File: src/source/umode_mon_pkg.sv
package umode_mon_pkg;

  // Privilege encodings as seen on the trace and on fetch prot[2:1]
  localparam logic [1:0] MODE_U = 2'b00;
  localparam logic [1:0] MODE_M = 2'b11;

  // Exception causes that mark a revoked instruction
  localparam logic [5:0] CAUSE_ACCESS_FAULT = 6'd1;
  localparam logic [5:0] CAUSE_BUS_FAULT    = 6'd24;

  localparam int unsigned NUM_EVENTS     = 8;
  localparam int unsigned EVENT_IDX_W    = 3;
  localparam int unsigned COUNT_W        = 16;
  localparam int unsigned REPORT_CREDITS = 2;
  localparam int unsigned CREDIT_W       = $clog2(REPORT_CREDITS + 1);

  localparam logic [6:0]  OPCODE_SYSTEM = 7'b1110011;
  localparam logic [31:0] MRET_INSN     = 32'h3020_0073;

  typedef struct packed {
    logic        valid;
    logic [31:0] insn;
    logic [31:0] pc;
    logic [31:0] rs1_rdata;
    logic [4:0]  rd_addr;
    logic [1:0]  mode;
    logic        dbg_mode;
    logic        trap;
    logic        exception;
    logic [5:0]  exception_cause;
  } retire_t;

  typedef struct packed {
    logic        req;
    logic        gnt;
    logic [31:0] addr;
    logic [2:0]  prot;
  } fetch_t;

  typedef enum logic [EVENT_IDX_W-1:0] {
    EV_URETIRE,
    EV_MRETIRE,
    EV_CSR_READ,
    EV_CSR_WRITE,
    EV_MRET,
    EV_UTRAP,
    EV_DMODE,
    EV_REFETCH
  } event_e;

  typedef logic [NUM_EVENTS-1:0] event_vec_t;

  typedef struct packed {
    logic [EVENT_IDX_W-1:0] idx;
    logic [COUNT_W-1:0]     count;
  } report_t;

endpackage

File: src/source/retire_classifier.sv
`timescale 1ns/1ps

module retire_classifier (
  input  logic                      clk_i,
  input  logic                      rst_ni,
  input  umode_mon_pkg::retire_t    retire,
  output umode_mon_pkg::event_vec_t ret_events,
  output logic                      ret_pc_valid,
  output logic [31:0]               ret_pc
);
  import umode_mon_pkg::*;

  logic       revoked;
  logic       counted;
  logic [2:0] funct3;
  logic [4:0] rs1_field;
  logic       is_csr;
  logic       csrrw_like;
  logic [1:0] prev_mode_q;
  event_vec_t events_d;
  event_vec_t events_q;

  // Fetch faults retire as traps but never really executed
  assign revoked = retire.exception &&
                   (retire.exception_cause inside {CAUSE_ACCESS_FAULT, CAUSE_BUS_FAULT});
  assign counted = retire.valid && !revoked;

  assign funct3    = retire.insn[14:12];
  assign rs1_field = retire.insn[19:15];

  assign is_csr = counted && (retire.insn[6:0] == OPCODE_SYSTEM) &&
                  (funct3 inside {3'd1, 3'd2, 3'd3, 3'd5, 3'd6, 3'd7});

  // csrrw and csrrwi always write and only read with a real rd
  assign csrrw_like = funct3 inside {3'd1, 3'd5};

  always_comb begin
    events_d = '0;
    if (counted) begin
      events_d[EV_URETIRE] = (retire.mode == MODE_U);
      events_d[EV_MRETIRE] = (retire.mode == MODE_M);
      events_d[EV_DMODE]   = retire.dbg_mode;
      events_d[EV_MRET]    = !retire.trap && (retire.insn == MRET_INSN);
      events_d[EV_UTRAP]   = retire.trap && (prev_mode_q == MODE_U);
    end
    events_d[EV_CSR_READ]  = is_csr && ((retire.rd_addr != 5'd0) || !csrrw_like);
    events_d[EV_CSR_WRITE] = is_csr && ((rs1_field != 5'd0) || csrrw_like);
  end

  // Mode of the last valid retirement, revoked ones included
  always_ff @(posedge clk_i or negedge rst_ni) begin
    if (!rst_ni) begin
      prev_mode_q <= MODE_M;
    end else if (retire.valid) begin
      prev_mode_q <= retire.mode;
    end
  end

  always_ff @(posedge clk_i or negedge rst_ni) begin
    if (!rst_ni) begin
      events_q <= '0;
    end else begin
      events_q <= events_d;
    end
  end

  assign ret_events = events_q;

  // Watcher registers its own hit, so the pc goes out undelayed
  assign ret_pc_valid = counted;
  assign ret_pc       = retire.pc;

endmodule

File: src/source/refetch_watch.sv
`timescale 1ns/1ps

module refetch_watch (
  input  logic                  clk_i,
  input  logic                  rst_ni,
  input  umode_mon_pkg::fetch_t fetch,
  input  logic                  ret_pc_valid,
  input  logic [31:0]           ret_pc,
  output logic                  refetch_hit
);
  import umode_mon_pkg::*;

  logic        aphase;
  logic        last_vld_q;
  logic [31:0] last_addr_q;
  logic [1:0]  last_prv_q;
  logic        arm;
  logic        armed_q;
  logic [31:0] armed_addr_q;
  logic        hit;

  assign aphase = fetch.req && fetch.gnt;

  // Same address granted twice in a row under another privilege
  assign arm = aphase && last_vld_q && (fetch.addr == last_addr_q) &&
               (fetch.prot[2:1] != last_prv_q);

  assign hit = armed_q && ret_pc_valid && (ret_pc == armed_addr_q);

  always_ff @(posedge clk_i or negedge rst_ni) begin
    if (!rst_ni) begin
      last_vld_q  <= 1'b0;
      armed_q     <= 1'b0;
      refetch_hit <= 1'b0;
    end else begin
      refetch_hit <= hit;
      if (aphase) last_vld_q <= 1'b1;
      if (hit) armed_q <= 1'b0;
      // New arming wins over a disarm in the same cycle
      if (arm) armed_q <= 1'b1;
    end
  end

  always_ff @(posedge clk_i) begin
    if (aphase) begin
      last_addr_q <= fetch.addr;
      last_prv_q  <= fetch.prot[2:1];
    end
    if (arm) armed_addr_q <= fetch.addr;
  end

endmodule

File: src/source/event_counter_bank.sv
`timescale 1ns/1ps

module event_counter_bank (
  input  logic                                   clk_i,
  input  logic                                   rst_ni,
  input  umode_mon_pkg::event_vec_t              events,
  input  logic [umode_mon_pkg::EVENT_IDX_W-1:0]  rd_idx,
  output logic [umode_mon_pkg::COUNT_W-1:0]      rd_count
);
  import umode_mon_pkg::*;

  logic [COUNT_W-1:0] count_q [NUM_EVENTS];
  logic [NUM_EVENTS-1:0] at_max;

  always_comb begin
    for (int i = 0; i < NUM_EVENTS; i++) begin
      at_max[i] = &count_q[i];
    end
  end

  // Saturating hit counters, cleared only by reset
  always_ff @(posedge clk_i or negedge rst_ni) begin
    if (!rst_ni) begin
      for (int i = 0; i < NUM_EVENTS; i++) begin
        count_q[i] <= '0;
      end
    end else begin
      for (int i = 0; i < NUM_EVENTS; i++) begin
        if (events[i] && !at_max[i]) begin
          count_q[i] <= count_q[i] + 1'b1;
        end
      end
    end
  end

  // Read port answers within the cycle
  assign rd_count = count_q[rd_idx];

endmodule

File: src/source/report_sender.sv
`timescale 1ns/1ps

module report_sender (
  input  logic                                  clk_i,
  input  logic                                  rst_ni,
  input  logic                                  dump_req,
  input  logic                                  report_credit,
  output logic [umode_mon_pkg::EVENT_IDX_W-1:0] rd_idx,
  input  logic [umode_mon_pkg::COUNT_W-1:0]     rd_count,
  output logic                                  report_valid,
  output umode_mon_pkg::report_t                report,
  output logic                                  dump_busy
);
  import umode_mon_pkg::*;

  localparam logic [EVENT_IDX_W-1:0] LAST_IDX = EVENT_IDX_W'(NUM_EVENTS - 1);

  logic                   busy_q;
  logic [EVENT_IDX_W-1:0] idx_q;
  logic [CREDIT_W-1:0]    credit_q;
  logic                   send;

  assign send = busy_q && (credit_q != '0);

  // Index walker, held in place while out of credits
  always_ff @(posedge clk_i or negedge rst_ni) begin
    if (!rst_ni) begin
      busy_q <= 1'b0;
      idx_q  <= '0;
    end else if (!busy_q) begin
      if (dump_req) begin
        busy_q <= 1'b1;
        idx_q  <= '0;
      end
    end else if (send) begin
      if (idx_q == LAST_IDX) busy_q <= 1'b0;
      else idx_q <= idx_q + 1'b1;
    end
  end

  always_ff @(posedge clk_i or negedge rst_ni) begin
    if (!rst_ni) begin
      credit_q <= CREDIT_W'(REPORT_CREDITS);
    end else if (send && !report_credit) begin
      credit_q <= credit_q - 1'b1;
    end else if (!send && report_credit) begin
      credit_q <= credit_q + 1'b1;
    end
  end

  assign rd_idx       = idx_q;
  assign report_valid = send;
  assign report.idx   = idx_q;
  assign report.count = rd_count;
  assign dump_busy    = busy_q;

endmodule

File: src/source/umode_mon_top.sv
`timescale 1ns/1ps

module umode_mon_top (
  input  logic                   clk_i,
  input  logic                   rst_ni,
  input  umode_mon_pkg::retire_t retire,
  input  umode_mon_pkg::fetch_t  fetch,
  input  logic                   dump_req,
  input  logic                   report_credit,
  output logic                   report_valid,
  output umode_mon_pkg::report_t report,
  output logic                   dump_busy
);
  import umode_mon_pkg::*;

  event_vec_t             ret_events;
  event_vec_t             bank_events;
  logic                   ret_pc_valid;
  logic [31:0]            ret_pc;
  logic                   refetch_hit;
  logic [EVENT_IDX_W-1:0] rd_idx;
  logic [COUNT_W-1:0]     rd_count;

  retire_classifier i_retire_classifier (
    .clk_i, .rst_ni, .retire, .ret_events, .ret_pc_valid, .ret_pc
  );

  refetch_watch i_refetch_watch (
    .clk_i, .rst_ni, .fetch, .ret_pc_valid, .ret_pc, .refetch_hit
  );

  // Refetch pulse lands in its own slot of the event vector
  always_comb begin
    bank_events             = ret_events;
    bank_events[EV_REFETCH] = refetch_hit;
  end

  event_counter_bank i_event_counter_bank (
    .clk_i, .rst_ni, .events(bank_events), .rd_idx, .rd_count
  );

  report_sender i_report_sender (
    .clk_i, .rst_ni, .dump_req, .report_credit, .rd_idx, .rd_count,
    .report_valid, .report, .dump_busy
  );

endmodule

File: config.mk
export PLATFORM = sky130hd
export DESIGN_NAME = umode_mon_top
export DESIGN_NICKNAME = d
export VERILOG_FILES = /design/src/source/umode_mon_pkg.sv /design/src/source/retire_classifier.sv /design/src/source/refetch_watch.sv /design/src/source/event_counter_bank.sv /design/src/source/report_sender.sv /design/src/source/umode_mon_top.sv
export SDC_FILE = /design/constraint.sdc
export NUM_CORES = 1
export LEC_CHECK = 0
export ABC_AREA = 1
export BUFFER_PORTS_ARGS = -buffer_cell sky130_fd_sc_hd__buf_2
export CAP_MARGIN = 20
export CORE_MARGIN = 2
export CORE_UTILIZATION = 53
export DETAILED_ROUTE_END_ITERATION = 8
export GPL_TIMING_DRIVEN = 0
export PLACE_DENSITY = 0.89
export SKIP_LAST_GASP = 1
export SYNTH_ARGS = -nofsm -noshare
export SYNTH_HDL_FRONTEND = slang
export SYNTH_SLANG_ARGS = --single-unit
File: constraint.sdc
create_clock -name clk_i -period 2.7 [get_ports clk_i]
set_input_delay 0.27 -clock clk_i [delete_from_list [all_inputs] [get_ports clk_i]]
set_output_delay 0.27 -clock clk_i [all_outputs]
set_load 0.005 [all_outputs]
* Yosys cells after proc, flatten, opt, wreduce, memory -nomap -nowiden
Index checks and enable logic that the tools add are counted.
** Word-level totals
- Output and inout bits :: 21
- Register bits after elaboration :: 212
- Input bits :: 154
- Word-level logic and storage cells :: 126
** Cells by class
- Bitwise operators :: 1
- $add $sub $neg :: 11
- Reduce and logical (&&, ||, !) cells :: 60
- Mux-type cells :: 17
- Equal/unequal tests :: 17
- Magnitude comparators :: 1
** Operators by type and width (count)
- adder 16 x 1 -> 16 bit (second input constant) :: 8
- AND reduction 16 bit :: 8
- equality test 32 bit :: 2
- binary-select mux 16 bit (select 3 bit) :: 1
- equality test 32 x 30 -> 1 bit (second input constant) :: 1
- 2-to-1 mux 16 bit :: 2
- logical AND 1 bit :: 25
- 2-to-1 mux 3 bit :: 5
- logical NOT 1 bit :: 13
- equality test 3 bit (second input constant) :: 4
- nonzero test 2 bit :: 6
- nonzero test 5 bit :: 2
- equality test 7 bit (second input constant) :: 1
- equality test 3 x 2 -> 1 bit (second input constant) :: 2
- equality test 6 x 1 -> 1 bit (second input constant) :: 1
- equality test 6 x 5 -> 1 bit (second input constant) :: 1
- 2-to-1 mux 1 bit :: 6
- 2-to-1 mux 2 bit :: 3
- nonzero test 6 bit :: 1
- >= comparator 4 bit (second input constant) :: 1
- logical NOT 2 bit :: 2
- inequality test 2 bit (second input constant) :: 2
- NOT 3 -> 4 bit :: 1
- adder 3 x 1 -> 3 bit (second input constant) :: 1
- 7 further kinds :: 8

* Logic depth before layout (Yosys ltp)
- Depth after elaboration :: 9
- Mapped depth :: 11
- Mapped depth without buffers :: 11

* Cells and area by module
Synthesis repeated with hierarchy kept, for this count alone.
** Unflattened totals
- Cell total of the unflattened synthesis :: 1998
- Area total of the unflattened synthesis :: 14074.7 um^2
** By module, submodules not included
- event_counter_bank :: cells each 1389, times used 1, seq. area each 3203.1 um^2, area each 9133.8 um^2
- refetch_watch :: cells each 433, times used 1, seq. area each 2057.0 um^2, area each 3673.5 um^2
- retire_classifier :: cells each 118, times used 1, seq. area each 227.7 um^2, area each 789.5 um^2
- report_sender :: cells each 58, times used 1, seq. area each 151.4 um^2, area each 478.0 um^2

* Worst setup path before layout
Ideal clock, no wire load.
- Path kind :: reg2reg
- From :: reg i_refetch_watch.last_addr_q[4]
- To :: reg i_refetch_watch.armed_addr_q[0], enable pin
- Arrival :: 2402 ps
- Library setup time :: 421 ps
- Data required time :: 2279 ps
- Clock period less this slack :: 2823 ps
- Path buffers :: 0
- Slack :: -123 ps
- Cell stages (with the launch flop) :: 7
- Cell sequence :: edfxtp_1 -> xnor2_1 -> nand3_1 -> or2_2 -> nor2_1 -> nand3_1 -> nor2_1
** On the way
- Cells in the longest elaborated chain, start to end :: 3
** Ends and longest elaborated chain
- from (decl) :: RTL line refetch_watch.sv:15 : logic [31:0] last_addr_q;
- from (signal assigned) :: RTL line refetch_watch.sv:46 : last_addr_q <= fetch.addr;
- equality test 32 bit :: RTL line refetch_watch.sv:25 : assign arm = aphase && last_vld_q && (fetch.addr == last_addr_q) &&
- logical AND 1 bit (2 in series) :: RTL line refetch_watch.sv:25
- via i_refetch_watch.arm :: RTL line refetch_watch.sv:17 : logic arm;
- to (signal assigned) :: RTL line refetch_watch.sv:49 : if (arm) armed_addr_q <= fetch.addr;
- to (decl) :: RTL line refetch_watch.sv:19 : logic [31:0] armed_addr_q;
The timed path passes the listed nets, and every way through them passes these cells.
A chain may end at the register's enable or synchronous reset.

==> run_results.csv <==
group,metric,value,unit
synth,yosys-top-cells-area,"dfrtp_1, edfxtp_1, nand2_1",
detailed_routing,avgRoutedWirePerCell,16.92,um
finish,final_cell_area,14930,um^2
cts,insertion_delay,0.53,ns
synth,yosysMostFrequentCell,"nand2_1",
detailed_routing,first_pass_iters,6,
critical_path,startpoint_type,"register",
sta,worst_pin_slew,0.7036,ns
power_and_ir_drop,p_switching,3468,uW
finish,area_growth_syn_to_layout,20.09,%
place,place.gp.congestion,0.9555,
critical_path,cp_top_family,"buffers and inverters",
detailed_routing,drc_errors,0,
cts,cts_max_path_buffers,3,
global_route,overflow,0,
sta,clock.fmax,382.7,MHz
critical_path,critPathMaxFanout,10,
floorplanning,die-area,24700,um^2
floorplanning,coreArea,23260,um^2
critical_path,cpPeakStageDelay,0.41,ns
synth,synth_warnings,0,
synth,yosys.area.top_type,"dfrtp_1",
cts,path_clk_slew,0.06,ns
synth,syn_nets,1762,
synth,synth_cells,1597,
place,pre_cts_ws,0.3922,ns
worst_hold_path,holdCritPathClass,"input port to register",
global_route,grt_max_degree,75,
floorplanning,die_x,157.2,um
synth,synth_area_per_cell,7.785,um^2
power_and_ir_drop,cellPowerDensity,685.8,nW/um^2
sta,fin_skew,0.01397,ns
power_and_ir_drop,vdd.ir_drop.worst,0.6417,mV
floorplanning,initial_core_util,0.5345,
critical_path,crit_type,"register to output port",
cts,post-cts-setup-buffers,0,
flow_run,max_cap_viol_count,0,
critical_path,worstPathRequired,2.43,ns
sta,whs,0.03017,ns
global_route,antenna_found_initial,2,
synth,synth_edf_count,66,
detailed_routing,dr.first_iter.drc_count,1170,
critical_path,path_cells,"buf_2 > clkbuf_2 > o21ai_0 > o21ai_0 > nor2_1 > a31oi_1 > buf_2",
finish,drive_gt1_frac,0.1440,
synth,yosys.area.top_type_share,0.2878,
global_route,busiest_layer,"met2",
synth,ys_ff_latch,212,
synth,netlist_top_cells_count,"nand2_1, inv_1, nor2_1, dfrtp_1, o21ai_0",
place,dpl.hpwl,25.53,mm
sta,min_period_over_period,0.9678,
global_route,use_met2,0.5080,
global_route,globalRouteMet1Util,0.3784,
global_route,use_met3,0.05452,
cts,cts_tree,"built",
place,io_buffers,141,
detailed_routing,vias,11906,
power_and_ir_drop,comb_power_share,0.279,
finish,fin_util,0.6418,
global_route,gr-usage-all-layers,0.2960,
power_and_ir_drop,pwr-share-clk,0.350,
critical_path,critPathSlowestCell,"dfrtp_1",
sta,finalSetupViolations,0,
power_and_ir_drop,p_int,6771,uW
run_status,status,"finished clean",
synth,yosys_most_used_dff,"dfrtp_1",
global_route,grt_pass1_wl,57.84,mm
sta,finalHoldViolCount,0,
critical_path,arrival,2.34,ns
sta,drv_slew,0,
finish,nets,1974,
power_and_ir_drop,seq_power_share,0.371,
sta,slew_headroom,0.5304,
synth,synth_area,12430,um^2
floorplanning,num_io_pins,175,
sta,finalCriticalPeriod,2.613,ns
detailed_routing,ant_nets,0,
global_route,grt_pass1_vias,11434,
cts,cts_made_buffers,24,
synth,yosysSeqAreaShare,0.4536,
cts,h-tree-depth,1,
cts,cts-root-buf,"clkbuf_16",
sta,setup_tns,0,ns
detailed_routing,via_per_inst,5.545,
sta,finalWorstSetupSlack,0.08701,ns
detailed_routing,routed_wl,36.32,mm
critical_path,cp-end-kind,"output port",
synth,ys_types,44,
critical_path,worst-path-buf-inv,3,
cts,clock-sinks,212,
synth,async_flop_share,0.6887,
power_and_ir_drop,leakage,0.006868,uW
floorplanning,die-height,157.2,um
power_and_ir_drop,switching_share,0.3387,
place,dpl_cell_area,13630,um^2
floorplanning,rows,56,
placed cells by master (no fill, tap or decap), types with 11 or more instances in the layout:
cell,netlist,layout
a21oi_1,62,62
a31oi_1,19,19
buf_2,5,145
clkbuf_16,0,24
dfrtp_1,143,143
dlygate4sd3_1,0,42
edfxtp_1,66,66
ha_1,11,11
inv_1,207,207
nand2_1,407,407
nand2_2,12,12
nand3_1,78,78
nand4_1,26,26
nor2_1,164,163
nor3_1,50,50
o21ai_0,106,105
o21ai_1,19,20
xnor2_1,44,44
xor2_1,77,77
power groups by stage:
stage / registers (uW) / logic (uW) / clock network (uW)
global placement: 3830 / 2600 / 0
floorplan: 3780 / 1610 / 0
CTS: 3790 / 2740 / 3580
detailed placement: 3840 / 2680 / 0
global route: 3830 / 3120 / 3740
finish: 3800 / 2850 / 3590
final timing paths:
check	start	end	slack (ns)	depth (start not counted)
max	i_report_sender.rd_idx[0]$_DFFE_PN0P_	report[6]	0.09	7
min	dump_req	i_report_sender.dump_busy$_DFF_PN0_	0.03	3
max reg2reg	i_refetch_watch.last_addr_q[13]$_DFFE_PN_	i_refetch_watch.armed_addr_q[11]$_DFFE_PP_	0.40	6
min reg2reg	i_event_counter_bank.count_q[85]$_DFFE_PN0P_	i_event_counter_bank.count_q[85]$_DFFE_PN0P_	0.49	1
max in group asynchronous	rst_ni	i_retire_classifier.prev_mode_q[1]$_DFFE_PN1P_	1.54	3
min in group asynchronous	rst_ni	i_event_counter_bank.count_q[31]$_DFFE_PN0P_	0.33	2
through the flow:
stage | power (uW) | instances
final | 10240 | 2147
after global routing | 10690 | 2147
after CTS | 10110 | 2146
after detailed placement | 6523 | 2060
after global placement | 6433 | 2057
after floorplan | 5391 | 1597
cell families (layout without fill, tap and decap cells):
| kind of cell | after synthesis | count (layout) | share of synthesized area |
|---|---|---|---|
| adder cells (fa/ha/maj) | 11 | 11 | 0.01107 |
| AO/OA/AOI/OAI | 221 | 221 | 0.09500 |
| buffers and inverters | 247 | 477 | 0.08081 |
| flip-flops | 212 | 212 | 0.4536 |
| XOR/XNOR | 121 | 121 | 0.08524 |
| other | 0 | 1 | 0 |
| AND/OR/NAND/NOR | 785 | 785 | 0.2743 |
tightest hold or removal path: stages:
cell and delay, ns:
buf_2 0.09, nor2_1 0.04, a21oi_1 0.10
layout make-up:
cell class	instances	area [um^2]
antenna	1	2.502
buffer	34	217.7
clock buffer	25	604.3
clock inverter	19	256.5
fill	1919	8332
inverter	213	799.5
multi-input combinational	1138	5797
sequential	212	5639
tap	319	399.1
timing repair buffer	186	1215
state kept, by name, summed over array words and instances, names as in the netlist:
name / cells
i_retire_classifier.prev_mode_q: 2
i_refetch_watch.armed_q: 1
i_report_sender.rd_idx: 3
i_refetch_watch.last_prv_q: 2
i_refetch_watch.last_vld_q: 1
i_report_sender.dump_busy: 1
i_refetch_watch.last_addr_q: 32
i_refetch_watch.refetch_hit: 1
i_report_sender.credit_q: 2
i_retire_classifier.ret_events: 7
i_refetch_watch.armed_addr_q: 32
i_event_counter_bank.count_q: 128
layer usage:
metal / share of wire / vias up
li1: - / 5589
met1: 0.39 / 5547
met2: 0.48 / 646
met3: 0.089 / 124
met4: 0.037 / 0
met5: 0 / -
timing repair:
action / 4_1_cts / 5_1_grt
endpoints found under the hold margin: 143 / 0
setup endpoints to repair: 2 / 29
hold buffers: 42 / 0
gates resized for setup: 2 / 14
gates cloned: 0 / 0
No activity file was read; power rests on OpenSTA's default activity.
